**config.mk**
```make
export PLATFORM = sky130hd
export DESIGN_NAME = line_store
export DESIGN_NICKNAME = d
export VERILOG_FILES = /design/src/source/cache_pkg.sv /design/src/source/line_store.sv
export VERILOG_INCLUDE_DIRS = /design/src /design/src/source
export SDC_FILE = /design/constraint.sdc
export NUM_CORES = 2
export LEC_CHECK = 0
export BUFFER_PORTS_ARGS = -buffer_cell sky130_fd_sc_hd__buf_2
export CAP_MARGIN = 5
export CELL_PAD_IN_SITES_DETAIL_PLACEMENT = 0
export CELL_PAD_IN_SITES_GLOBAL_PLACEMENT = 1
export CORE_MARGIN = 2
export CORE_UTILIZATION = 30
export CTS_CLUSTER_DIAMETER = 120
export CTS_CLUSTER_SIZE = 12
export DETAILED_ROUTE_END_ITERATION = 7
export GPL_ROUTABILITY_DRIVEN = 0
export PLACE_DENSITY = 0.58
export SETUP_SLACK_MARGIN = 0.3
export SLEW_MARGIN = 40
export SYNTH_ARGS = -nofsm -noshare
export SYNTH_HDL_FRONTEND = slang
export SYNTH_SLANG_ARGS = --single-unit
```
**constraint.sdc**
```tcl
create_clock -name clk -period 6.16 [get_ports clk]
set_clock_uncertainty 0.15 [all_clocks]
set_input_delay 0.924 -clock clk [delete_from_list [all_inputs] [get_ports clk]]
set_output_delay 0.924 -clock clk [all_outputs]
set_load 0.02 [all_outputs]
```
**src/source/cache_settings.svh**
```systemverilog
`ifndef CACHE_SETTINGS_SVH
`define CACHE_SETTINGS_SVH

// cache geometry
`define CACHE_SETS        16
`define CACHE_INDEX_BITS  4
`define CACHE_LINE_WORDS  4
`define CACHE_OFFSET_BITS 4   // byte offset within a line
`define CACHE_TAG_BITS    24

// backing memory
`define MEM_LINES         256
`define MEM_LATENCY       6   // request strobe to done strobe

`endif
```
**src/source/cache_pkg.sv**
```systemverilog
`include "cache_settings.svh"

package cache_pkg;

  typedef logic [31:0]                         word_t;
  typedef logic [31:0]                         addr_t;
  typedef logic [`CACHE_TAG_BITS-1:0]          tag_t;
  typedef logic [`CACHE_INDEX_BITS-1:0]        index_t;
  typedef logic [`CACHE_OFFSET_BITS-3:0]       word_sel_t;  // word within line
  typedef logic [`CACHE_LINE_WORDS*32-1:0]     line_t;
  typedef logic [31-`CACHE_OFFSET_BITS:0]      line_addr_t; // byte addr >> offset

  typedef struct packed {
    logic  valid;
    logic  write;
    addr_t addr;
    word_t wdata;
  } cpu_req_t;

  typedef struct packed {
    logic  valid;
    logic  hit;
    word_t rdata;
  } cpu_resp_t;

  typedef struct packed {
    logic       valid;
    logic       write;
    line_addr_t line_addr;
    line_t      wline;
  } mem_req_t;

  typedef struct packed {
    logic  done;
    line_t rline;
  } mem_resp_t;

  typedef enum logic [1:0] {
    st_idle,
    st_compare_tag,
    st_write_back,
    st_allocate
  } cache_state_t;

endpackage

```
**src/source/line_store.sv**
```systemverilog
`timescale 1ns/100ps
`include "cache_settings.svh"

module line_store (
  input  logic                 clk,
  input  cache_pkg::index_t    index,
  input  cache_pkg::word_sel_t word_sel,
  input  logic                 word_we,
  input  cache_pkg::word_t     wr_word,
  input  logic                 fill_we,
  input  cache_pkg::line_t     fill_line,
  output cache_pkg::word_t     rd_word,
  output cache_pkg::line_t     victim_line
);

  cache_pkg::line_t lines [`CACHE_SETS];

  assign victim_line = lines[index];
  assign rd_word     = victim_line[word_sel*32 +: 32];  // word select

  always_ff @(posedge clk) begin
    if (fill_we) begin
      lines[index] <= fill_line;  // whole line from memory
    end else if (word_we) begin
      lines[index][word_sel*32 +: 32] <= wr_word;  // merge one word
    end
  end

  // fill and processor write come from different controller states
  assert property (@(posedge clk) word_we |-> !fill_we);

endmodule

```
* After elaboration in Yosys (flattened, before gate mapping)
Memory sizes are Yosys's and may differ from the RTL's. Index checks and enable logic that the tools add are counted. Widths: inputs -> output; s select.
Operators by class: $add $sub $neg 1, shifts and indexed selects 3, multiplexer cells 133, bitwise logic cells 128
Operators by type and width (count):
- $mux 1 | 132
- $mux 128 | 1
- $or 1x1->1 | 128
- $shift 32x34->128 const A | 1
- $shiftx 128x8->32 | 1
- $shiftx 32x34->128 | 1
- $neg 7->34 | 1
Word-level totals: flip-flop bits (word level) 0, bits in writable memories 2048, input bits 169, output and inout bits 160, logic and storage cells 266, memories 1
Memory list:
- lines | depth 16, bits a word 128, rd ports 1, clocked after memory_dff 0, wr ports 1, RTL line line_store.sv:16 | cache_pkg::line_t lines [`CACHE_SETS];

* Depth between registers and ports, before layout
word-level depth 4, depth in mapped cells 7, gate-level depth less buffers 6

* Worst setup path before layout
OpenSTA, ideal clock, no wires.
kind input-to-reg, start in index[1], end mem lines[3][0] (netlist bit) (enable), setup time 461 ps, data arrival time 4175 ps, required time 5549 ps, path slack 1374 ps, cell stages on the path 5, buffers on the path 3, cells stage by stage clkbuf_1 > buf_1 > clkbuf_1 > nand2_1 > nor3_1
RTL lines:
- start, declared | RTL line line_store.sv:6 | input cache_pkg::index_t index,
- end, declared | RTL line line_store.sv:16
Straight into the memory's write port.

* Final worst setup path
start in index[0], end out rd_word[7]
Between the ends: longest elaborated chain between the ends 2
RTL lines:
- $mem_v2 16x128
- $shiftx 128x8->32 | RTL line line_store.sv:19 | assign rd_word = victim_line[word_sel*32 +: 32];
- end, declared | RTL line line_store.sv:12 | output cache_pkg::word_t rd_word,
No other way between the ends.

==> summary.txt <==
DRC viols = 0
NumNets Final = 4233
width of the die = 517.0 um
number of routed nets with antenna violations = 0
synthesis-to-finish area growth = 16.43%
Compound-Gate Fraction of Synth Area = 4.690%
DR vias/cell = 5.362
Mapped Cells = 3563
total track usage = 19.68%
Final Hold Slack = 0.6162 ns
RSZ-0062 raised after global routing = no
Critical Path AT = 4.10 ns
CTS Sinks = 2048
synth unique cells = 22
1st-pass router iterations = 5
Setup Buffers After CTS = 0
Crit Path Category = in2out
status = completed
Biggest register = lines
largest family of logic cells by synthesized area = multiplexers
post-layout instance area = 91930 sq um
die area = 267300 sq um
Post-synth EDFFs = 2048
CORE AREA = 262000 sq um
CTS tree = yes
Setup crit end kind = output pin
VDD IR max = 0.2654 mV
IO Port Bufs = 328
setup ws final = 0.9877 ns
number of max-cap violations = 0
FF+latch count, synth = 2048
Ports = 329
root buffer cell = clkbuf_16
TNS Setup = 0 ns
Synth area leader = edfxtp_1
Via Count = 40941
multiplexer share of the synthesized area = 14.60%
# rows = 188
# setup viols final = 0
count of final hold-check violations = 0
largest net degree at the start of global routing = 83
startpoint types = primary input
1st-iter DRT viols = 4767
Vert. Die Dim = 517.0 um
CTS H-Tree Depth = 4
layout cell share with drive strength beyond 1 = 33.15%
worst slack, placed = 0.9704 ns
Tightest Hold Check Type = in2reg
Area after DPL = 86670 sq um
top cells by area, synth = edfxtp_1, mux4_2, a22oi_1
TritonCTS Buffers = 190
first-pass GRT wire length = 356700 um
xor/xnor share of the synthesized area = 0%
mapped cell area = 78960 sq um
simple logic cell fraction of the synthesized area = 1.458%
post-cts hold buffer count = 0
cts repair resizes = 0
Final min period = 5.172 ns
Worst Path Max Fanout = 44
final wirelength = 266800 um
Least-Margin Pin Slew = 0.8735 ns
Synth Net Count = 3737
Slew Viols, Final = 0
Post-synth ARST share = 0%
Largest regs = lines x2048
CTS max path bufs = 3
Power, Total = 28.81 mW
HPWL Detailed = 171700 um
Yosys top cell area share = 77.88%
total gr overflow = 0
initial core utilization = 30.13%
Yosys warning total = 0
Routed WL per cell = 34.94 um
Leak Pwr = 28.56 nW
max_slew headroom = 41.76%
Reg clk slew, reported paths = 0.06 ns
Fmax = 193.3 MHz
Synth Area per Inst = 22.16 sq um
Tcrit/Tclk final = 83.97%
register area share after synthesis = 77.88%
P per Cell Area = 313.4 nW/um^2
critical path required time = 5.09 ns
Main synth FF type = edfxtp_1
adder-cell area share of the yosys netlist = 0.07923%
vias in the first global route = 40360
initial antenna violation count = 51
max reg flops = 2048
[synth_stat cells (all sizes together) (4+ instances only)]
cell,count
or4,32
a21oi,132
ha,5
nor2,64
nand2,150
buf,95
nor3,5
a22oi,256
mux4,512
edfxtp,2048
clkbuf,121
nand3,4
nor2b,5
a22o,128
[power by group]
group	internal, mW	switching [mW]
Sequential	15.7	0.0657
Clock	5.58	5.01
Combinational	0.755	1.68
Total	22.1	6.75
[kinds of logic (layout without fill, tap and decap cells)]
group / count (synthesis) / in the layout
AO/OA/AOI/OAI: 516 / 516
adder cells (fa/ha/maj): 5 / 5
buffers and inverters: 218 / 730
flip-flops: 2048 / 2048
multiplexers: 512 / 512
other: 0 / 45
AND/OR/NAND/NOR: 264 / 264
[routing by layer]
metal  wire [um]  vias to the layer above  track usage [%]
li1            -                    16217                -
met3       22140                      351            4.561
met1      106100                    22502            25.95
met5          99                        -                0
met4       13170                       14            9.304
met2      125300                     1857            30.74
[critical path: stages]
cell and delay (ns):
buf_8 0.50, buf_12 0.37, buf_4 0.34, mux4_2 0.54
a22oi_1 0.28, a21oi_1 0.12, or4_1 0.63, buf_2 0.20
[through the flow]
step | std cells | util [%]
global placement | 7365 | 32.92
global route | 7619 | 35.07
floorplan | 3563 | -
CTS | 7590 | 35.03
finish | 7635 | 35.08
detailed placement | 7382 | 33.08
[final cells by class]
cell class	count	area (sq um)
diodes	45	112.6
clock buffers	194	4855
clock inverters	14	271.5
fillers	24441	170100
inverters	2	7.507
multi-input cells	1297	17150
flip-flops and latches	2048	61500
well taps	3515	4398
repair buffers	520	3643
[path summary, 6_finish.rpt]
| kind | startpoint | to | slack, ns | cells past startpoint |
|---|---|---|---|---|
| hold / removal | fill_line[2] | lines[15][2] | 0.62 | 2 |
| setup / recovery | index[0] | rd_word[7] | 0.99 | 8 |
[cells in the final DEF (no fill, tap or decap), drive strengths merged, types with 45 or more instances in the layout]
| master | netlist | routed |
|---|---|---|
| edfxtp | 2048 | 2048 |
| buf | 95 | 520 |
| mux4 | 512 | 512 |
| a22oi | 256 | 256 |
| clkbuf | 121 | 194 |
| nand2 | 150 | 150 |
| a21oi | 132 | 132 |
| a22o | 128 | 128 |
| nor2 | 64 | 64 |
| diode | 0 | 45 |
(Power assumes the default switching activity.)
