--- config.mk ---
export PLATFORM = sky130hd
export DESIGN_NAME = tag_store
export DESIGN_NICKNAME = d
export VERILOG_FILES = /design/src/source/cache_pkg.sv /design/src/source/tag_store.sv
export VERILOG_INCLUDE_DIRS = /design/src /design/src/source
export SDC_FILE = /design/constraint.sdc
export NUM_CORES = 1
export LEC_CHECK = 0
export BUFFER_PORTS_ARGS = -buffer_cell sky130_fd_sc_hd__buf_2
export CAP_MARGIN = 20
export CORE_MARGIN = 10
export CORE_UTILIZATION = 61
export DETAILED_ROUTE_END_ITERATION = 8
export PLACE_DENSITY_LB_ADDON = 0.05
export SYNTH_ARGS = -nofsm -noshare
export SYNTH_HDL_FRONTEND = slang
export SYNTH_SLANG_ARGS = --single-unit
--- constraint.sdc ---
create_clock -name clk -period 11.9 [get_ports clk]
set_clock_uncertainty 0.1 [all_clocks]
set_input_delay 1.19 -clock clk [delete_from_list [all_inputs] [get_ports clk]]
set_output_delay 1.19 -clock clk [all_outputs]
set_load 0.05 [all_outputs]
--- src/source/cache_settings.svh ---
`ifndef CACHE_SETTINGS_SVH
`define CACHE_SETTINGS_SVH

// cache geometry
`define CACHE_SETS        16
`define CACHE_INDEX_BITS  4
`define CACHE_LINE_WORDS  4
`define CACHE_OFFSET_BITS 4   // byte offset within a line
`define CACHE_TAG_BITS    24

// backing memory
`define MEM_LINES         256
`define MEM_LATENCY       6   // request strobe to done strobe

`endif
--- src/source/cache_pkg.sv ---
`include "cache_settings.svh"

package cache_pkg;

  typedef logic [31:0]                         word_t;
  typedef logic [31:0]                         addr_t;
  typedef logic [`CACHE_TAG_BITS-1:0]          tag_t;
  typedef logic [`CACHE_INDEX_BITS-1:0]        index_t;
  typedef logic [`CACHE_OFFSET_BITS-3:0]       word_sel_t;  // word within line
  typedef logic [`CACHE_LINE_WORDS*32-1:0]     line_t;
  typedef logic [31-`CACHE_OFFSET_BITS:0]      line_addr_t; // byte addr >> offset

  typedef struct packed {
    logic  valid;
    logic  write;
    addr_t addr;
    word_t wdata;
  } cpu_req_t;

  typedef struct packed {
    logic  valid;
    logic  hit;
    word_t rdata;
  } cpu_resp_t;

  typedef struct packed {
    logic       valid;
    logic       write;
    line_addr_t line_addr;
    line_t      wline;
  } mem_req_t;

  typedef struct packed {
    logic  done;
    line_t rline;
  } mem_resp_t;

  typedef enum logic [1:0] {
    st_idle,
    st_compare_tag,
    st_write_back,
    st_allocate
  } cache_state_t;

endpackage

--- src/source/tag_store.sv ---
`timescale 1ns/100ps
`include "cache_settings.svh"

module tag_store (
  input  logic              clk,
  input  logic              reset,
  input  cache_pkg::index_t index,
  input  cache_pkg::tag_t   lookup_tag,
  input  logic              tag_we,
  input  logic              new_dirty,
  output logic              hit,
  output logic              victim_dirty,
  output cache_pkg::tag_t   victim_tag
);

  cache_pkg::tag_t         tags [`CACHE_SETS];
  logic [`CACHE_SETS-1:0]  valid;
  logic [`CACHE_SETS-1:0]  dirty;

  // combinational lookup of the indexed set
  assign victim_tag   = tags[index];
  assign victim_dirty = dirty[index];
  assign hit          = valid[index] && (tags[index] == lookup_tag);

  always_ff @(posedge clk) begin
    if (tag_we) begin
      tags[index] <= lookup_tag;
    end
  end

  always_ff @(posedge clk) begin
    if (reset) begin
      valid <= '0;
      dirty <= '0;
    end else if (tag_we) begin
      valid[index] <= 1'b1;
      dirty[index] <= new_dirty;
    end
  end

  // write-back relies on dirty implying valid
  assert property (@(posedge clk) disable iff (reset) (dirty & ~valid) == '0);

endmodule

**Yosys cells after proc, flatten, opt, wreduce, memory -nomap -nowiden**

Memories as Yosys holds them, arrays and structs flattened.
Index checks and enable logic that the tools add are counted.

- $lt $le $gt $ge: 2
- Equality and inequality tests: 1
- Reductions and logical operators: 2
- Bitwise gates (word level): 1
- Multiplexer cells: 9

Operators with widths:

| cell | count |
|---|---|
| == test 24 bit | 1 |
| bitwise mux 16 bit | 1 |
| OR 16 bit | 1 |
| binary-select mux 1 bit (select 4 bit) | 2 |
| < comparator 4 x 5 -> 1 bit, second input constant | 1 |
| two-way mux 1 bit | 5 |
| demux 1 bit (select 4 bit) | 1 |
| greater-or-equal comparator 4 x 1 -> 1 bit, second input constant | 1 |
| logical AND 1 bit | 2 |

- Memory bits (writable): 384
- Register bits: 32
- Logic and storage cells: 18
- Memories: 1
- Input bits: 32

Memory list:

| name | depth | bits a word | rd ports | clocked after Yosys merged registers in | write ports | line | text |
|---|---|---|---|---|---|---|---|
| tags | 16 | 24 | 1 | 0 | 1 | tag_store.sv:16 | `` cache_pkg::tag_t tags [`CACHE_SETS]; `` |

**Logic depth before layout (Yosys ltp)**

Gate-level depths: netlist (run 1).

- Depth in word-level cells: 5
- Depth in mapped cells: 12
- Gate-level depth less buffers: 7

**Least setup slack after synthesis (run 1)**

Ideal clock, no wire load.

- Path kind: input -> output
- From: input index[0]
- To: output hit
- Arrival: 4.514 ns
- Slack: 6.096 ns
- Stages: 11
- Cells stage by stage: buf_6 buf_4 buf_4 buf_4 mux2i_1 a22oi_1 a21oi_1 a31oi_1 xnor2_1 nand4_1 nor4_2

- Longest elaborated chain between the ends: 3
- Elaborated cells on any way between the ends: 5

RTL lines:

| what | line | text |
|---|---|---|
| from (decl) | tag_store.sv:7 | `input cache_pkg::index_t index,` |
| memory (16 x 24 bit) | n/a |  |
| net victim_tag[22] | tag_store.sv:13 | `output cache_pkg::tag_t victim_tag` |
| == test 24 bit | tag_store.sv:23 | `assign hit = valid[index] && (tags[index] == lookup_tag);` |
| logical AND 1 bit | tag_store.sv:23 |  |
| to (decl) | tag_store.sv:11 | `output logic hit,` |

The timed path passes the listed nets, and every way through them passes these cells. The select of a mux whose other input is x is not followed.

**Final worst setup path (run 1)**

- From: input index[0]
- To: output hit

- Longest elaborated chain between the ends: 3
- Elaborated cells on any way between the ends: 5

RTL lines:

| what | line |
|---|---|
| memory (16 x 24 bit) or binary-select mux 1 bit (select 4 bit) (tied branches) | n/a |
| == test 24 bit or two-way mux 1 bit (tied branches) | tag_store.sv:23 |
| logical AND 1 bit * | tag_store.sv:23 |

Mark *: on every way between the ends. The rest lies on a longest branch, timed or not. The select of a mux whose other input is x is not followed.

==> results.ini, run 1 <==
[outcome]
status=finished clean

[layout]
nets=972
final.fill_count=1691
multi_input_area_um2=4260
area_delta_synth_final_pct=11.8
regArea_um2=12200
layout-drive-gt1-share_pct=26.9
fin_area_um2=18600

[power_and_ir_drop]
swShare_pct=21.9
ir_drop_v=0.000130
switchingPower_mw=0.665
p_comb_share_pct=7.7
leakagePower_nw=6.08
pwr-share-clk_pct=38.6
p_int_mw=2.37
power_density_nw_per_um2=163
pwr-share-seq_pct=53.7

[yosys]
ys_types=51
synth.most_common_cell=edfxtp_1
synth.area.top_cells=edfxtp_1, mux4_2, dfxtp_1
async_flop_share_pct=0
synth_edf_count=384
yosysWarnings=0
postSynthCellCount=860
synth_seq_area_share_pct=73.2
ys_ff_latch=416
ys.flop_type=edfxtp_1
yosys.area.top_type=edfxtp_1
syn-num-nets=892
synth_commonest_cells=edfxtp_1, mux4_2, nor2_1
synth_top_area_share_pct=69.3
synth_area_um2=16600
avgSynthCellArea_um2=19.3

[clocking]
cts_root_buf=clkbuf_16
holdBufCountCts=0
numCtsBuffers=41
cts.sinks=416
clock_path_buffers=3
tritoncts=done
clkTransAtPathRegs_ps=60
post-cts-setup-buffers=0
insertion_delay_ps=530
htreeDepth=2
cts_resized=0

[detailed_routing]
post-route-drc-count=0
wl_met1_um=15700
met3WireLength_um=2780
drt-pass1-iter-count=5
drt-initial-drc-count=826
drt-total-wl_um=37400
wl_per_cell_um=28.5
wl_met2_um=18000
routed.top_layer=met5
ant_nets=0
via_per_inst=6.52
dr_total_vias=8540

[grt]
grt_pass1_wl_um=55700
grt-ovfl-total=0
antenna_found_initial=2
grt_max_degree=76
track_usage_pct=22.3
grt_pass1_vias=8730

[hold_path]
hp-start=valid[14]
holdPathStages=2
holdPathEnd=valid[14]
min_path_type=flip-flop to flip-flop

[timing]
slew_violations=0
worst_slew_pin_slew_ps=1090
max_freq_mhz=161
max_slew_margin_pct=27.3
rsz0062_at_grt=false
hold_violations=0
finalCriticalPeriod_ps=6210
setup_tns_ps=0
fin_crit_sh_pct=52.2
setup_viol=0

[floorplan]
num_rows=60
pin_count=58
die-area_um2=34300
core-area_um2=26900
initial_core_util_pct=61.9
die_x_um=185
die_h_um=185

[critical_path]
reg2regPathDepth=2
worstPathArrival_ps=4920
critPathMaxFanout=52
required_ps=10610
regToRegSetupSlack_ps=11100
r2r-end=dirty[15]
r2r-start=dirty[15]
end_kind=output port
startpoint_type=primary input
worstSetupPathType=primary input to output port

[flow_run]
drv_cap=0

[placed_design]
finalWeightedCongestion=0.890
placed_area_um2=17400
io_buffer_count=57
hpwl_um=21400

kinds of logic (layout without fill, tap and decap cells):
family | Yosys count | count (layout) | synth area share (%)
compound gates | 67 | 67 | 2.68
xor+xnor | 22 | 22 | 1.16
buf+inv | 55 | 162 | 1.79
flops | 416 | 416 | 73.2
mux | 162 | 162 | 17.6
other cells | 0 | 1 | 0
simple gates | 138 | 138 | 3.63
through the flow:
stage	setup WS (ps)	instances	util [%]	hold WS, ps	total power, mW
after CTS	5190	1307	69.1	370	3.05
final	5690	1309	69.2	373	3.04
after floorplan	6100	860	-	335	1.82
after global placement	5280	1237	64.6	344	1.89
after global routing	5370	1309	69.2	393	3.13
after detailed placement	5170	1237	64.6	357	1.90
sequential cells by signal, indices dropped and copies added (netlist names):
signal and flops:
dirty 16, tags 384, valid 16
worst max-delay path: stages:
cell,delay (ps)
buf_6,390
buf_4,810
mux4_2,610
mux4_2,510
xor2_1,160
nor4_1,360
nand4b_1,170
nor4_2,270
buf_2,330
cell usage in the layout, fill, tap and decap left out, types with 3 or more instances in the layout:
cell       instances
buf_4             24
edfxtp_1         384
clkbuf_16         43
mux2i_1           46
nor3_2             8
nand2b_1           5
nor2_1            56
a22oi_1            5
dfxtp_1           32
clkinv_1          11
xor2_1            11
mux2_2            15
o2111ai_1          3
buf_2             55
clkbuf_1          11
o22ai_1            6
o21ai_0           13
and3_1             4
nand2_1           41
clkinv_2           3
mux4_2            96
mux4_1             5
xnor2_1           11
nor2_4             6
o21a_1             5
a31oi_1            6
inv_1             10
a21oi_1           13
nand3_1            4
nor4_2             4
power by group through the flow:
stage | Sequential (mW) | Combinational (mW) | Clock, mW
3_3_place_gp | 1.66 | 0.228 | 0
4_1_cts | 1.63 | 0.233 | 1.19
5_1_grt | 1.63 | 0.248 | 1.25
2_1_floorplan | 1.66 | 0.156 | 0
6_report | 1.63 | 0.233 | 1.17
3_5_place_dp | 1.66 | 0.232 | 0
how the worst max path moves through the flow:
stage	to	from	cells after the start
CTS	hit	index[0]	9
detailed placement	hit	index[0]	9
finish	hit	index[0]	9
floorplan	hit	index[0]	11
global route	hit	index[0]	9
global placement	hit	index[0]	9
area by class of cell:
cell class	instances	area share, %
antenna	1	0.0135
clock buffer	56	6.15
clock inverter	14	0.330
inverter	11	0.222
multi-input combinational	389	22.9
sequential	416	65.4
tap	341	2.29
timing repair buffer	81	2.66
per-layer routing:
layer	track usage [%]	up-vias
met5	0	-
met4	6.96	2
li1	-	3660
met2	34.9	374
met1	31.3	4438
met3	4.33	66
No activity file was read; power rests on OpenSTA's default activity.
==> run 2, diff against run 1 <==
==> constraint.sdc (replaced) <==
create_clock -name clk -period 6.3 [get_ports clk]
set_clock_uncertainty 0.1 [all_clocks]
set_input_delay 0.63 -clock clk [delete_from_list [all_inputs] [get_ports clk]]
set_output_delay 0.63 -clock clk [all_outputs]
set_load 0.05 [all_outputs]
==> results.ini, run 2 (synthesis results as in run 1) <==
[clocking]
cts_root_buf=clkbuf_16  ; unchanged
cts.sinks=416  ; unchanged
post-cts-setup-buffers=0  ; unchanged
insertion_delay_ps=520  ; was 530 ps
tritoncts=done  ; unchanged
holdBufCountCts=0  ; unchanged
numCtsBuffers=43  ; was 41
clkTransAtPathRegs_ps=60  ; about the same
clock_path_buffers=3  ; unchanged
htreeDepth=2  ; unchanged
cts_resized=0  ; unchanged

[critical_path]
reg2regPathDepth=2  ; unchanged
slowest_stage=buf_6  ; was buf_4
worstSetupPathType=primary input to output port  ; unchanged
path_cells=buf_6 -> buf_4 -> mux4_2 -> mux2i_1 -> xor2_1 -> o2111ai_1 -> o21ai_0 -> o211ai_1 -> nor4_2 -> buf_2  ; was buf_6 -> buf_4 -> mux4_2 -> mux4_2 -> xor2_1 -> nor4_1 -> nand4b_1 -> nor4_2 -> buf_2
worstPathArrival_ps=4210  ; was 4920 ps
end_kind=output port  ; unchanged
startpoint_type=primary input  ; unchanged
r2r-start=dirty[13]  ; was dirty[15]
regToRegSetupSlack_ps=5530  ; was 11100 ps
r2r-end=dirty[13]  ; was dirty[15]
critical_path.top_delay_family=buffers and inverters  ; unchanged
required_ps=5570  ; was 10610 ps
worstPathBufferInverterCount=3  ; unchanged
critical-path-max-stage-delay_ps=660  ; was 810 ps
critPathMaxFanout=69  ; was 52

[grt]
grt_use_met3_pct=3.62  ; was 4.33%
grt-ovfl-total=0  ; unchanged
grt_use_met1_pct=32.4  ; was 31.3%
grtUsageMet2_pct=34.5  ; was 34.9%
antenna_found_initial=0  ; was 2
grt_busiest_layer=met2  ; unchanged
grt_pass1_wl_um=56400  ; was 55700 um
grt_pass1_vias=8810  ; was 8730
track_usage_pct=22.4  ; was 22.3%
grt_max_degree=70  ; was 76

[layout]
regMostFlops=tags  ; unchanged
final_common_cell=edfxtp_1  ; unchanged
reg.largest.list=tags x384, dirty x16, valid x16  ; unchanged
nets=981  ; was 972
layout-drive-gt1-share_pct=28.1  ; was 26.9%
largest_reg_flops=384  ; unchanged
n_antenna_cell=0  ; was 1
final_cell_mix=edfxtp_1, mux4_2, nor2_1, buf_2, mux2i_1  ; unchanged
area_delta_synth_final_pct=13.4  ; was 11.8%

[detailed_routing]
post-route-drc-count=0  ; unchanged
drt-pass1-iter-count=7  ; was 5
wl_per_cell_um=28.6  ; was 28.5 um
drt-total-wl_um=37700  ; was 37400 um
via_per_inst=6.54  ; was 6.52
drt-initial-drc-count=964  ; was 826
ant_nets=0  ; unchanged
dr_total_vias=8625  ; was 8540

[timing]
finalCriticalPeriod_ps=4940
hold_violations=0  ; unchanged
fin_crit_sh_pct=78.4
slew_violations=0  ; unchanged
max_freq_mhz=202
setup_viol=0  ; unchanged
setup_tns_ps=0  ; unchanged
worst_slew_pin_slew_ps=982  ; was 1090 ps
setup_slack_ps=1360  ; was 5690 ps
max_slew_margin_pct=34.2  ; was 27.3%
rsz0062_at_grt=false  ; unchanged

[placed_design]
finalWeightedCongestion=0.847  ; was 0.890
io_buffer_count=57  ; unchanged
hpwl_um=21800  ; was 21400 um
dp_slack_ps=1260  ; was 5170 ps

[outcome]
status=finished clean  ; unchanged

[hold_path]
holdPathStages=2  ; unchanged
min_path_type=flip-flop to flip-flop  ; unchanged
hp-start=valid[2]  ; was valid[14]
holdPathEnd=valid[2]  ; was valid[14]

[floorplan]
initial_core_util_pct=61.9  ; unchanged
die-area_um2=34300  ; unchanged
num_rows=60  ; unchanged
core-area_um2=26900  ; unchanged
pin_count=58  ; unchanged
die_x_um=185  ; unchanged
die_h_um=185  ; unchanged

[power_and_ir_drop]
leakagePower_nw=6.21  ; was 6.08 nW
ir_drop_v=0.000270  ; was 0.000130 V
power_density_nw_per_um2=319  ; was 163 nW/um2

[flow_run]
drv_cap=0  ; unchanged

run 2: changes by cell type in the layout (fill, tap and decap cells not counted):
cell	before	now
buf_12	0	2
buf_4	24	28
buf_6	1	2
bufinv_16	0	5
clkbuf_1	11	7
clkbuf_16	43	45
clkbuf_8	2	1
clkinv_2	3	5
clkinvlp_4	0	1
diode_2	1	0
inv_6	1	0
run 2: how the worst max path moves through the flow:
stage,startpoint,endpoint,cells past startpoint
6_report,index[0],hit,10
2_1_floorplan,index[1],dirty[2],8
3_5_place_dp,index[0],hit,10
4_1_cts,index[0],hit,10
3_3_place_gp,index[0],hit,10
5_1_grt,index[0],hit,10
run 2: final cells by class:
| class | count | area [um2] |
|---|---|---|
| Sequential cell | 416 | 12200 |
| Timing Repair Buffer | 88 | 576 |
| Clock inverter | 21 | 220 |
| Clock buffer | 53 | 1170 |
| Multi-Input combinational cell | 389 | 4260 |
| Tap cell | 341 | 427 |
| Fill cell | 1681 | 8010 |
| Inverter | 11 | 41.3 |
run 2: routing by layer:
layer  vias up  share of wire (%)
li1       3672                  -
met1      4481                 41
met2       398                 48
met3        74                8.2
met4         0                2.6
met5         -                  0
run 2: report_power, final:
| part | internal (mW) | switching, mW |
|---|---|---|
| combinational | 0.149 | 0.292 |
| clock | 1.51 | 0.976 |
| sequential | 3.07 | 0.0136 |
run 2: worst min-delay path, stage by stage (launching register included):
cell and delay, ps:
dfxtp_1 320, nor2_1 50, nor2_1 70
run 2: metrics by stage:
step | total power, mW | std cells | hold WS, ps | area, um2 | utilization (%)
global route | 6.19 | 1319 | 391 | 18900 | 70.2
detailed placement | 3.58 | 1243 | 358 | 17400 | 64.9
floorplan | 3.43 | 860 | 335 | 16600 | -
CTS | 6.04 | 1317 | 371 | 18800 | 70.0
global placement | 3.57 | 1240 | 343 | 17400 | 64.7
finish | 6.01 | 1319 | 367 | 18900 | 70.2
