--- src/source/cache_settings.svh ---
`ifndef CACHE_SETTINGS_SVH
`define CACHE_SETTINGS_SVH

// cache geometry
`define CACHE_SETS        16
`define CACHE_INDEX_BITS  4
`define CACHE_LINE_WORDS  4
`define CACHE_OFFSET_BITS 4   // byte offset within a line
`define CACHE_TAG_BITS    24

// backing memory
`define MEM_LINES         256
`define MEM_LATENCY       6   // request strobe to done strobe

`endif
--- src/source/cache_pkg.sv ---
`include "cache_settings.svh"

package cache_pkg;

  typedef logic [31:0]                         word_t;
  typedef logic [31:0]                         addr_t;
  typedef logic [`CACHE_TAG_BITS-1:0]          tag_t;
  typedef logic [`CACHE_INDEX_BITS-1:0]        index_t;
  typedef logic [`CACHE_OFFSET_BITS-3:0]       word_sel_t;  // word within line
  typedef logic [`CACHE_LINE_WORDS*32-1:0]     line_t;
  typedef logic [31-`CACHE_OFFSET_BITS:0]      line_addr_t; // byte addr >> offset

  typedef struct packed {
    logic  valid;
    logic  write;
    addr_t addr;
    word_t wdata;
  } cpu_req_t;

  typedef struct packed {
    logic  valid;
    logic  hit;
    word_t rdata;
  } cpu_resp_t;

  typedef struct packed {
    logic       valid;
    logic       write;
    line_addr_t line_addr;
    line_t      wline;
  } mem_req_t;

  typedef struct packed {
    logic  done;
    line_t rline;
  } mem_resp_t;

  typedef enum logic [1:0] {
    st_idle,
    st_compare_tag,
    st_write_back,
    st_allocate
  } cache_state_t;

endpackage

--- src/source/cache_controller.sv ---
`timescale 1ns/100ps
`include "cache_settings.svh"

module cache_controller (
  input  logic                  clk,
  input  logic                  reset,
  input  cache_pkg::cpu_req_t   cpu_req,
  output logic                  ready,
  output cache_pkg::cpu_resp_t  cpu_resp,
  output cache_pkg::index_t     index,
  output cache_pkg::tag_t       lookup_tag,
  output cache_pkg::word_sel_t  word_sel,
  input  logic                  hit,
  input  logic                  victim_dirty,
  input  cache_pkg::tag_t       victim_tag,
  output logic                  tag_we,
  output logic                  new_dirty,
  output logic                  word_we,
  output logic                  fill_we,
  output cache_pkg::word_t      wr_word,
  input  cache_pkg::word_t      rd_word,
  input  cache_pkg::line_t      victim_line,
  output cache_pkg::mem_req_t   mem_req,
  input  logic                  mem_ready,
  input  cache_pkg::mem_resp_t  mem_resp
);

  cache_pkg::cache_state_t state;
  cache_pkg::cache_state_t next_state;
  cache_pkg::cpu_req_t     req_q;      // accepted request
  logic                    missed;     // first lookup of this request missed
  logic                    rd_issued;  // fill read is outstanding

  // split the held address
  assign word_sel   = req_q.addr[`CACHE_OFFSET_BITS-1:2];
  assign index      = req_q.addr[`CACHE_OFFSET_BITS +: `CACHE_INDEX_BITS];
  assign lookup_tag = req_q.addr[31 -: `CACHE_TAG_BITS];
  assign wr_word    = req_q.wdata;
  assign ready      = (state == cache_pkg::st_idle);

  always_comb begin
    next_state        = state;
    cpu_resp          = '0;
    cpu_resp.rdata    = rd_word;
    tag_we            = 1'b0;
    new_dirty         = 1'b0;
    word_we           = 1'b0;
    fill_we           = 1'b0;
    mem_req           = '0;
    mem_req.wline     = victim_line;
    mem_req.line_addr = req_q.addr[31:`CACHE_OFFSET_BITS];  // fill address
    case (state)
      cache_pkg::st_idle: begin
        if (cpu_req.valid) begin
          next_state = cache_pkg::st_compare_tag;
        end
      end
      cache_pkg::st_compare_tag: begin
        if (hit) begin
          cpu_resp.valid = 1'b1;
          cpu_resp.hit   = !missed;
          if (req_q.write) begin
            word_we   = 1'b1;
            tag_we    = 1'b1;
            new_dirty = 1'b1;
          end
          next_state = cache_pkg::st_idle;
        end else if (!victim_dirty) begin
          next_state = cache_pkg::st_allocate;  // clean or invalid victim
        end else begin
          // old line goes back to memory first
          mem_req.valid     = 1'b1;
          mem_req.write     = 1'b1;
          mem_req.line_addr = {victim_tag, index};
          next_state        = cache_pkg::st_write_back;
        end
      end
      cache_pkg::st_write_back: begin
        if (mem_resp.done) begin
          next_state = cache_pkg::st_allocate;
        end
      end
      cache_pkg::st_allocate: begin
        if (!rd_issued) begin
          mem_req.valid = 1'b1;
        end else if (mem_resp.done) begin
          fill_we    = 1'b1;
          tag_we     = 1'b1;  // new clean tag
          next_state = cache_pkg::st_compare_tag;
        end
      end
      default: next_state = cache_pkg::st_idle;
    endcase
  end

  always_ff @(posedge clk) begin
    if (reset) begin
      state     <= cache_pkg::st_idle;
      missed    <= 1'b0;
      rd_issued <= 1'b0;
    end else begin
      state <= next_state;
      if (state == cache_pkg::st_idle) begin
        missed <= 1'b0;
      end else if (state == cache_pkg::st_compare_tag && !hit) begin
        missed <= 1'b1;
      end
      if (mem_req.valid && !mem_req.write) begin
        rd_issued <= 1'b1;
      end else if (fill_we) begin
        rd_issued <= 1'b0;
      end
    end
  end

  always_ff @(posedge clk) begin
    if (state == cache_pkg::st_idle && cpu_req.valid) begin
      req_q <= cpu_req;
    end
  end

  // processor must wait for ready
  assert property (@(posedge clk) disable iff (reset) cpu_req.valid |-> ready);

  // sequencing keeps memory idle at every request
  assert property (@(posedge clk) disable iff (reset) mem_req.valid |-> mem_ready);

endmodule

--- config.mk ---
export PLATFORM = sky130hd
export DESIGN_NAME = cache_controller
export DESIGN_NICKNAME = d
export VERILOG_FILES = /design/src/source/cache_pkg.sv /design/src/source/cache_controller.sv
export VERILOG_INCLUDE_DIRS = /design/src /design/src/source
export SDC_FILE = /design/constraint.sdc
export NUM_CORES = 1
export LEC_CHECK = 0
export BUFFER_PORTS_ARGS = -buffer_cell sky130_fd_sc_hd__buf_4
export CAP_MARGIN = 20
export CELL_PAD_IN_SITES_DETAIL_PLACEMENT = 0
export CELL_PAD_IN_SITES_GLOBAL_PLACEMENT = 1
export CORE_AREA = 2 2 250 252
export CTS_CLUSTER_DIAMETER = 30
export DETAILED_ROUTE_END_ITERATION = 12
export DIE_AREA = 0 0 252 254
export HOLD_SLACK_MARGIN = 0.15
export PLACE_DENSITY = 0.47
export SETUP_SLACK_MARGIN = 0.15
export SLEW_MARGIN = 20
export SYNTH_ARGS = -nofsm -noshare
export SYNTH_HDL_FRONTEND = slang
export SYNTH_SLANG_ARGS = --single-unit
export TNS_END_PERCENT = 5
--- constraint.sdc ---
create_clock -name clk -period 3.2 [get_ports clk]
set_clock_uncertainty 0.15 [all_clocks]
set_input_delay 0.16 -clock clk [delete_from_list [all_inputs] [get_ports clk]]
set_output_delay 0.16 -clock clk [all_outputs]
set_load 0.1 [all_outputs]
# Word-level counts from Yosys, hierarchy flattened
# Index checks and enable logic that the tools add are counted.
[totals] ff_bits=69 input_bits=384 output_inout_bits=259 word_cells=46
[op_classes] n_eq_ne=7 n_mux=23 n_reduce_logical=10
[op_table] operator="30-bit two-way mux" n=2
[op_table] operator="29-bit two-way mux" n=1
[op_table] operator="2-bit two-way mux" n=7
[op_table] operator="1-bit two-way mux" n=10
[op_table] operator="2-bit inequality test, second input constant" n=4
[op_table] operator="2-bit case mux with 4 select lines" n=1
[op_table] operator="2-bit == test, second input constant" n=2
[op_table] operator="1-bit case mux with 2 select lines" n=2
[op_table] operator="4-bit AND reduction" n=1
[op_table] operator="1-bit logical AND" n=3
[op_table] operator="1-bit zero test" n=3
[op_table] operator="2-bit by 1-bit == test with 1-bit output, second input constant" n=1
[op_table] operator="2-bit zero test" n=1
[op_table] operator="2-bit nonzero test" n=1
[op_table] operator="2-bit OR reduction" n=1

# Depth between registers and ports, before layout
# Gate-level depths: netlist of the first run.
[depth] ltp_word=6 mapped_depth=9 mapped_depth_nobuf=7

# Worst setup path before layout of the first run
# No wires, ideal clock.
[synth_timing] path_type="flip-flop to flip-flop" from="reg state[0]" to="reg req_q (netlist bit index[0]), enable pin" t_arrival_ps=2878 required_time_ps=2623 path_slack_ps=-255 stages_incl_launch_ff=4 cell_sequence="dfxtp_1 inv_1 ha_1 and2_1"
[synth_between] elab_chain_cells=2
[synth_rtl] element="start, declared" line="cache_controller.sv:28" text="cache_pkg::cache_state_t state;"
[synth_rtl] element="start signal, assigned" line="cache_controller.sv:98" text="state <= cache_pkg::st_idle;"
[synth_rtl] element="start signal, assigned" line="cache_controller.sv:102" text="state <= next_state;"
[synth_rtl] element="2-bit zero test"
[synth_rtl] element="named net ready" line="cache_controller.sv:8" text="output logic ready,"
[synth_rtl] element="1-bit logical AND" line="cache_controller.sv:117" text="if (state == cache_pkg::st_idle && cpu_req.valid) begin"
[synth_rtl] element="end signal, assigned" line="cache_controller.sv:118" text="req_q <= cpu_req;"
[synth_rtl] element="end, declared" line="cache_controller.sv:30" text="cache_pkg::cpu_req_t req_q;"
# The timed path passes the listed nets, and every way through them passes these cells.
# A chain may end at the register's enable or synchronous reset.

==> results.cfg, run 1 <==
[detailed_routing]
ant_nets = 0
first_pass_iters = 5
num_vias = 2713
drc = 0
drt_iter0_markers = 104
wl_um = 21560
routedWlPerCell_um = 17.33
routed_via_density = 2.181

[timing]
slew_headroom_pct = 70.86
rsz0062_at_grt = false
finalHoldViolCount = 0
tns_ns = 0
min_period_ns = 2.513
timing.hold.ws_ns = 0.1700
timing.fmax_mhz = 397.9
finalCritPeriodShare_pct = 78.54
tightest_slew_ns = 0.4370
drv_slew = 0
finalSetupViolations = 0

[synth]
synth-async-reset-ratio_pct = 0
ys_types = 26
synth_edf_count = 63
ys_seq_elements = 67
synth_nets = 797
syn_area_mm2 = 0.004249
yosysWarningCount = 0
syn_avg_cell_area_um2 = 10.41
ys_seq_area_share_pct = 46.41
synthCells = 408
synthFlopType = edfxtp_1

[clock_tree]
clockBufferDepth = 2
ctsResizeCount = 0
clkTransAtPathRegs_ns = 0.05
h-tree-depth = 3
cts_tree = yes
clock_latency_ns = 0.35
cts.sink_count = 67
root_buffer = clkbuf_16
cts_inserted_buffers = 9

[final_layout]
area_delta_synth_final_pct = 39.49
drive_above_1_share_pct = 47.24
final_cell_mix = buf_4, nand2_1, dlygate4sd3_1
fin_nets = 838
final_common_cell = buf_4
final_util_pct = 9.676
fill_cells = 7046

[critical_path]
cp-startpoint = state[1]
r2r_cells = 8
worstPathArrival_ns = 2.20
reg2reg_from = state[1]
cp.required_ns = 2.89
cp-start-kind = flop
end_kind = output pin
worstSetupPathType = flop to output pin
crit_fanout = 26

[grt]
grt_pass1_wl_um = 27040
grt_max_degree = 42
antenna_found_initial = 2
grt_pass1_vias = 3025
gr-total-overflow = 0
grt_use_total_pct = 6.530

[floorplan]
pin_count = 643
start_util_pct = 6.937
fp.dieW_um = 252
die_y_um = 254
die-area_mm2 = 0.06401
rows = 91
fp.coreArea_mm2 = 0.06126

[placed_design]
place.gp.congestion = 0.6559
io_buffers = 191
dp_hpwl_um = 18250

[job]
maxCapViolCount = 0

[outcome]
status = finished, final reports clean

[power_and_ir_drop]
p_leak_nw = 2.320
power_density_mw_per_mm2 = 573.5
ir_worst_vdd_uv = 444.5
totalPowerFinal_mw = 3.399

[min_path]
min_path_cells = 0
worstHoldStart = rd_word[19]
hold_path.class = primary input to output pin
## report_power, final
group	internal (mW)	switching [mW]
clock	0.592	0.404
combinational	0.301	1.02
sequential	1.05	0.0348
total	1.95	1.45
## critical path, cell delays in order, from the launching register on
cell and delay [ns]:
dfxtp_1 0.32, inv_1 0.12, ha_1 0.20, nand2_1 0.05, or2_2 0.31, clkinv_4 0.24
nand2_1 0.16, nand2_1 0.09, buf_4 0.32
## metrics by stage
step	cells	cell area (µm²)	setup WS, ns
after floorplan	408	4250	0.3223
after global placement	1159	4951	1.013
after detailed placement	1159	4951	0.9858
after CTS	1243	5924	0.5856
after global routing	1244	5927	0.5221
final	1244	5927	0.6867
## cell usage after synthesis (2+ instances only)
library cell / n / area, µm²
buf_6: 3 / 33.78
inv_1: 3 / 11.26
ha_1: 5 / 62.56
nor2_1: 4 / 15.01
a21oi_1: 3 / 15.01
buf_4: 228 / 1712
dfxtp_1: 4 / 80.08
nand2_1: 76 / 285.3
and2_1: 2 / 12.51
nor3_1: 2 / 10.01
edfxtp_1: 63 / 1892
## layout make-up
| cell class | count | area (µm²) | area share (%) |
|---|---|---|---|
| inverters | 5 | 23.77 | 0.4011 |
| well taps | 790 | 988.4 | 16.68 |
| multi-input cells | 104 | 505.5 | 8.529 |
| diodes | 1 | 2.502 | 0.04222 |
| clock buffers | 9 | 225.2 | 3.800 |
| repair buffers | 262 | 2152 | 36.31 |
| clock inverters | 6 | 57.56 | 0.9711 |
| flip-flops and latches | 67 | 1972 | 33.27 |
## final timing paths
path                                endpoint  slack [ns]
worst max-delay path            mem_req[153]        0.69
worst min register to register        missed        0.36
worst min-delay path            cpu_resp[19]        0.17
worst max register to register     rd_issued        0.93
## flip-flops by register name, indices dropped and copies added, names as in the netlist
signal and count:
wr_word 32, lookup_tag 24, index 4, state 2, word_sel 2, missed 1
rd_issued 1, req_q 1
## logic make-up after synthesis
logic type                 synth area share (%)
AOI/OAI and AO/OA                         1.089
adders and majority gates                 1.472
buffers and inverters                     41.75
DFF                                       46.41
muxes                                    0.2650
and+or+nand+nor                           9.011
## metal layers
| layer | wire length [µm] | up-vias | GRT usage, % |
|---|---|---|---|
| met5 | 12 | - | 0 |
| li1 | - | 1157 | - |
| met1 | 5469 | 1145 | 4.630 |
| met2 | 10250 | 304 | 11.11 |
| met4 | 1368 | 2 | 4.903 |
| met3 | 4458 | 105 | 5.552 |
## what timing repair did
action / in CTS / in global routing
endpoints found under the setup margin: 0 / 0
setup buffers: 0 / 0
hold endpoints to repair: 67 / 0
hold buffers: 69 / 0
(Power assumes the default switching activity.)
==> run 2, diff against run 1 <==
Settings changed: ABC_AREA from default to 1.
Clock period 3.2 ns to 2.59 ns, I/O delays scaled along.
==> results.cfg, run 2 <==
[placed_design]
postPlaceCellArea_mm2 = 0.004976
io_buffers = 191
dp_hpwl_um = 20310
place.gp.congestion = 0.6661

[synth]
ys_top_cells_by_count = buf_4, nand2_1, edfxtp_1
synthMostInstantiatedCell = buf_4
synthCells = 421
yosysWarningCount = 0
ys_types = 17
synth_nets = 810
syn_area_mm2 = 0.004247
synthFlopType = edfxtp_1
yosysTopAreaCell = edfxtp_1
yosysTopAreaCellShare_pct = 44.55
synth_area_leaders = edfxtp_1, buf_4, nand2_1
syn_avg_cell_area_um2 = 10.09
ys_seq_area_share_pct = 46.43
synth_edf_count = 63
synth-async-reset-ratio_pct = 0
ys_seq_elements = 67

[timing]
min_period_ns = 2.336
drv_slew = 0
rsz0062_at_grt = false
finalCritPeriodShare_pct = 90.18
finalSetupViolations = 0
tightest_slew_ns = 1.154
timing.fmax_mhz = 428.1
timing.hold.ws_ns = 0.2702
finalHoldViolCount = 0
slew_headroom_pct = 22.79

[power_and_ir_drop]
power_density_mw_per_mm2 = 1049
swShare_pct = 60.80
net-switching-power_mw = 4.846
pwr-share-clk_pct = 15.8
p_leak_nw = 3.034
p_int_mw = 3.124
seq_power_share_pct = 20.1
ir_worst_vdd_uv = 477.0
power_frac_comb_pct = 64.2

[clock_tree]
clkTransAtPathRegs_ns = 0.06
root_buffer = clkbuf_16
h-tree-depth = 3
clock_latency_ns = 0.36
cts_tree = yes
cts_inserted_buffers = 9
clockBufferDepth = 2
cts.sink_count = 67

[detailed_routing]
drc = 0
routed_via_density = 2.407
wl_met3_um = 3102
num_vias = 3437
routed.top_layer = met5
first_pass_iters = 4
drt_iter0_markers = 99
wl_met2_um = 12850
wl_met1_um = 7751
ant_nets = 0
routedWlPerCell_um = 17.21
wl_um = 24580

[critical_path]
path_delay_family = buffers and inverters
crit_buf_inv = 3
cp.required_ns = 2.31
cp-start-kind = flop
worstPathArrival_ns = 2.06
crit_fanout = 26
worstSetupPathType = flop to output pin
end_kind = output pin
max_stage_delay_ns = 0.33
slowest_stage = dfxtp_1
crit_path_frequent_cell = nand2_1
path_cells = inv_1 > ha_1 > nand3_4 > inv_8 > nand2_1 > nand2_1 > buf_4

[grt]
grt_pass1_vias = 3620
grt_use_total_pct = 7.194
antenna_found_initial = 17
grt_pass1_wl_um = 29910
gr-total-overflow = 0
grt_max_degree = 47

[final_layout]
fill_cells = 6957
final_util_pct = 12.40
largest_reg_flops = 32
final_common_cell = dlygate4sd3_1
drive_above_1_share_pct = 34.24
final_cell_mix = dlygate4sd3_1, buf_4, nand2_1
final_area_mm2 = 0.007596
area_delta_synth_final_pct = 78.87
fin_nets = 1014

[floorplan]
fp.dieW_um = 252
die-area_mm2 = 0.06401
die_y_um = 254
start_util_pct = 6.932
pin_count = 643
rows = 91
fp.coreArea_mm2 = 0.06126

[min_path]
hold_path.class = primary input to output pin

[job]
maxCapViolCount = 0

[outcome]
status = finished, final reports clean
run 2: cell types whose count changed in the layout (fill, tap and decap cells not counted), sizes merged, moves of 3 or more:
| cell | previous run | this run |
|---|---|---|
| nor2 | 4 | 9 |
| o21ai | 1 | 4 |
| nand2 | 76 | 85 |
| dlygate4sd3 | 69 | 227 |
| buf | 193 | 197 |
| inv | 4 | 12 |
| diode | 1 | 10 |
run 2: kinds of logic (layout without fill, tap and decap cells):
kind of cell | Yosys count | after routing | share of synthesized area [%]
compound gates | 8 | 8 | 0.9723
fa+ha+maj | 5 | 5 | 1.473
simple gates | 97 | 97 | 8.957
buf+inv | 244 | 451 | 42.16
other cells | 0 | 10 | 0
flops | 67 | 67 | 46.43
run 2: final cells by class:
class,count,area (µm²),share of cell area (%)
Tap cell,790,988.4,13.01
Clock buffer,10,229.0,3.014
Inverter,13,60.06,0.7906
Timing Repair Buffer,424,3789,49.88
Sequential cell,67,1972,25.96
Multi-Input combinational cell,110,489.2,6.440
Clock inverter,4,43.79,0.5765
Antenna cell,10,25.02,0.3294
run 2: per-layer routing:
layer / vias up / global-route usage (%)
met5: - / 0
li1: 1520 / -
met2: 351 / 13.29
met3: 46 / 3.431
met1: 1512 / 6.501
met4: 8 / 3.753
run 2: power by group through the flow:
stage	sequential (mW)	clock (mW)	combinational [mW]
2_1_floorplan	1.59	0	4.40
3_3_place_gp	1.62	0	3.85
3_5_place_dp	1.62	0	3.84
4_1_cts	1.60	1.33	5.16
5_1_grt	1.63	1.35	5.27
6_report	1.60	1.26	5.11
run 2: path summary, 6_finish.rpt:
path | startpoint | to | slack [ns] | cells after the start
max | state[1] | mem_req[145] | 0.25 | 7
min | victim_line[80] | mem_req[80] | 0.27 | 1
max reg2reg | state[1] | rd_issued | 0.51 | 7
min reg2reg | missed | missed | 0.37 | 2
run 2: per-stage QoR:
step	setup WS [ns]	TNS, ns	instances	power (mW)
after detailed placement	0.3639	0	1175	5.453
final	0.2543	0	1428	7.970
after global placement	0.3636	0	1175	5.464
after global routing	0.1515	0	1422	8.255
after CTS	0.1173	0	1418	8.096
after floorplan	-0.1501	-9.320	421	5.981
run 2: timing repair:
action / 4_1_cts / 5_1_grt
setup endpoints to repair: 7 / 4
hold buffers: 229 / 0
endpoints found under the hold margin: 227 / 0
gates resized for setup: 2 / 2
buffers inserted: 0 / 0
==> run 3, diff against run 2 <==
Settings changed: CELL_PAD_IN_SITES_DETAIL_PLACEMENT 0 to default, CELL_PAD_IN_SITES_GLOBAL_PLACEMENT 1 to default, CORE_AREA 2 2 250 252 to 2 2 253 255, DIE_AREA 0 0 252 254 to 0 0 255 257, PLACE_DENSITY 0.47 to 0.37.
==> results.cfg, run 3 (synthesized netlist as in run 2, its figures left out) <==
[outcome]
status = finished, final reports clean

[grt]
grt_max_degree = 44
grt_pass1_wl_um = 32440
grt_pass1_vias = 3692
grt_use_met3_pct = 4.046
gr-total-overflow = 0
antenna_found_initial = 16
met1_usage_pct = 6.914
grt-busiest-layer = met2
grt_use_total_pct = 7.634
globalRouteMet2Util_pct = 13.75

[floorplan]
pin_count = 643
die_y_um = 257
die-area_mm2 = 0.06554
fp.dieW_um = 255
start_util_pct = 6.769
rows = 92
fp.coreArea_mm2 = 0.06274

[final_layout]
area_delta_synth_final_pct = 81.23
final_cell_mix = dlygate4sd3_1, buf_4, nand2_1
drive_above_1_share_pct = 33.60
fin_cells = 1486
final_common_cell = dlygate4sd3_1
largest_reg_flops = 32
final_util_pct = 12.27
fin_nets = 1015
fill_cells = 7108

[clock_tree]
clockBufferDepth = 2
root_buffer = clkbuf_16
h-tree-depth = 3
cts.sink_count = 67
post_cts_buffers = 0
cts_inserted_buffers = 9
cts_tree = yes
clock_latency_ns = 0.36
clkTransAtPathRegs_ns = 0.06

[timing]
rsz0062_at_grt = true
timing.fmax_mhz = 434.3
tightest_slew_ns = 1.197
finalSetupViolations = 0
finalHoldViolCount = 0
finalCritPeriodShare_pct = 88.89
min_period_ns = 2.302
drv_slew = 0
slew_headroom_pct = 19.92

[placed_design]
io_buffers = 191
place.gp.congestion = 0.6557
dp.cells = 1231
dp_hpwl_um = 21940

[critical_path]
path_delay_family = buffers and inverters
worstSetupPathType = flop to output pin
cp.required_ns = 2.31
cp-start-kind = flop
crit_fanout = 16
end_kind = output pin
crit_buf_inv = 3
path_cells = inv_1 > ha_1 > nand3_4 > buf_4 > nand2_1 > nand2_1 > buf_4
slowest_stage = dfxtp_1
worstPathArrival_ns = 2.02
max_stage_delay_ns = 0.35
r2r_setup_slack_ns = 0.44

[power_and_ir_drop]
p_int_mw = 3.168
swShare_pct = 60.82
p_leak_nw = 3.038
power_frac_comb_pct = 64.2
pwr-share-clk_pct = 15.9
power_density_mw_per_mm2 = 1051
net-switching-power_mw = 4.917
seq_power_share_pct = 19.9
ir_worst_vdd_uv = 634.2

[detailed_routing]
wl_um = 26020
drc = 0
drt_iter0_markers = 62
first_pass_iters = 4
num_vias = 3419
routedWlPerCell_um = 17.51
ant_nets = 0
routed_via_density = 2.301

[job]
maxCapViolCount = 0

[min_path]
hold_path.class = primary input to output pin
==> run 3: cell count changes in the layout (fill, tap and decap cells not counted), sizes merged <==
cell,before,now
diode,10,9
dlygate4sd3,227,229
clkinvlp,1,3
buf,197,196
==> run 3: path summary, 6_finish.rpt <==
| check | startpoint | endpoint | cells after the start |
|---|---|---|---|
| min | victim_line[39] | mem_req[39] | 1 |
| min reg2reg | missed | missed | 2 |
| max | state[1] | mem_req[154] | 7 |
| max reg2reg | state[1] | rd_issued | 7 |
==> run 3: power groups by stage <==
stage / Sequential, mW / Combinational, mW / Clock, mW
final: 1.61 / 5.19 / 1.29
after floorplan: 1.59 / 4.40 / 0
after CTS: 1.61 / 5.23 / 1.37
after global routing: 1.63 / 5.36 / 1.40
after global placement: 1.63 / 3.90 / 0
after detailed placement: 1.63 / 3.89 / 0
==> run 3: metrics by stage <==
stage          setup slack (ns)  power [mW]  cell area (µm²)  hold slack [ns]  setup TNS (ns)
4_1_cts                  0.1829       8.217             7674           0.2708               0
2_1_floorplan           -0.1501       5.981             4250          0.04857          -9.320
5_1_grt                  0.1065       8.387             7689           0.2691               0
6_report                 0.2877       8.085             7696           0.2673               0
3_3_place_gp             0.4397       5.529             5071           0.1097               0
3_5_place_dp             0.4246       5.519             5071           0.1097               0
==> run 3: repair_timing <==
| action | in CTS | in global routing |
|---|---|---|
| gates resized for setup | 2 | 0 |
| hold buffers | 230 | 0 |
| endpoints found under the hold margin | 227 | 0 |
| endpoints found under the setup margin | 6 | 5 |
==> run 3: layer usage <==
| layer | share of wire [%] | up-vias |
|---|---|---|
| li1 | - | 1528 |
| met1 | 32 | 1513 |
| met2 | 51 | 330 |
| met3 | 13 | 38 |
| met4 | 3.5 | 10 |
| met5 | 0.27 | - |
==> run 3: area by class of cell <==
cell class                 instances  area, µm²  area share [%]
inverter                          13      60.06          0.7804
timing repair buffer             425       3814           49.55
clock buffer                      10      229.0           2.975
tap                              846       1059           13.75
multi-input combinational        110      484.2           6.292
antenna                            9      22.52          0.2926
clock inverter                     6      56.30          0.7316
sequential                        67       1972           25.62
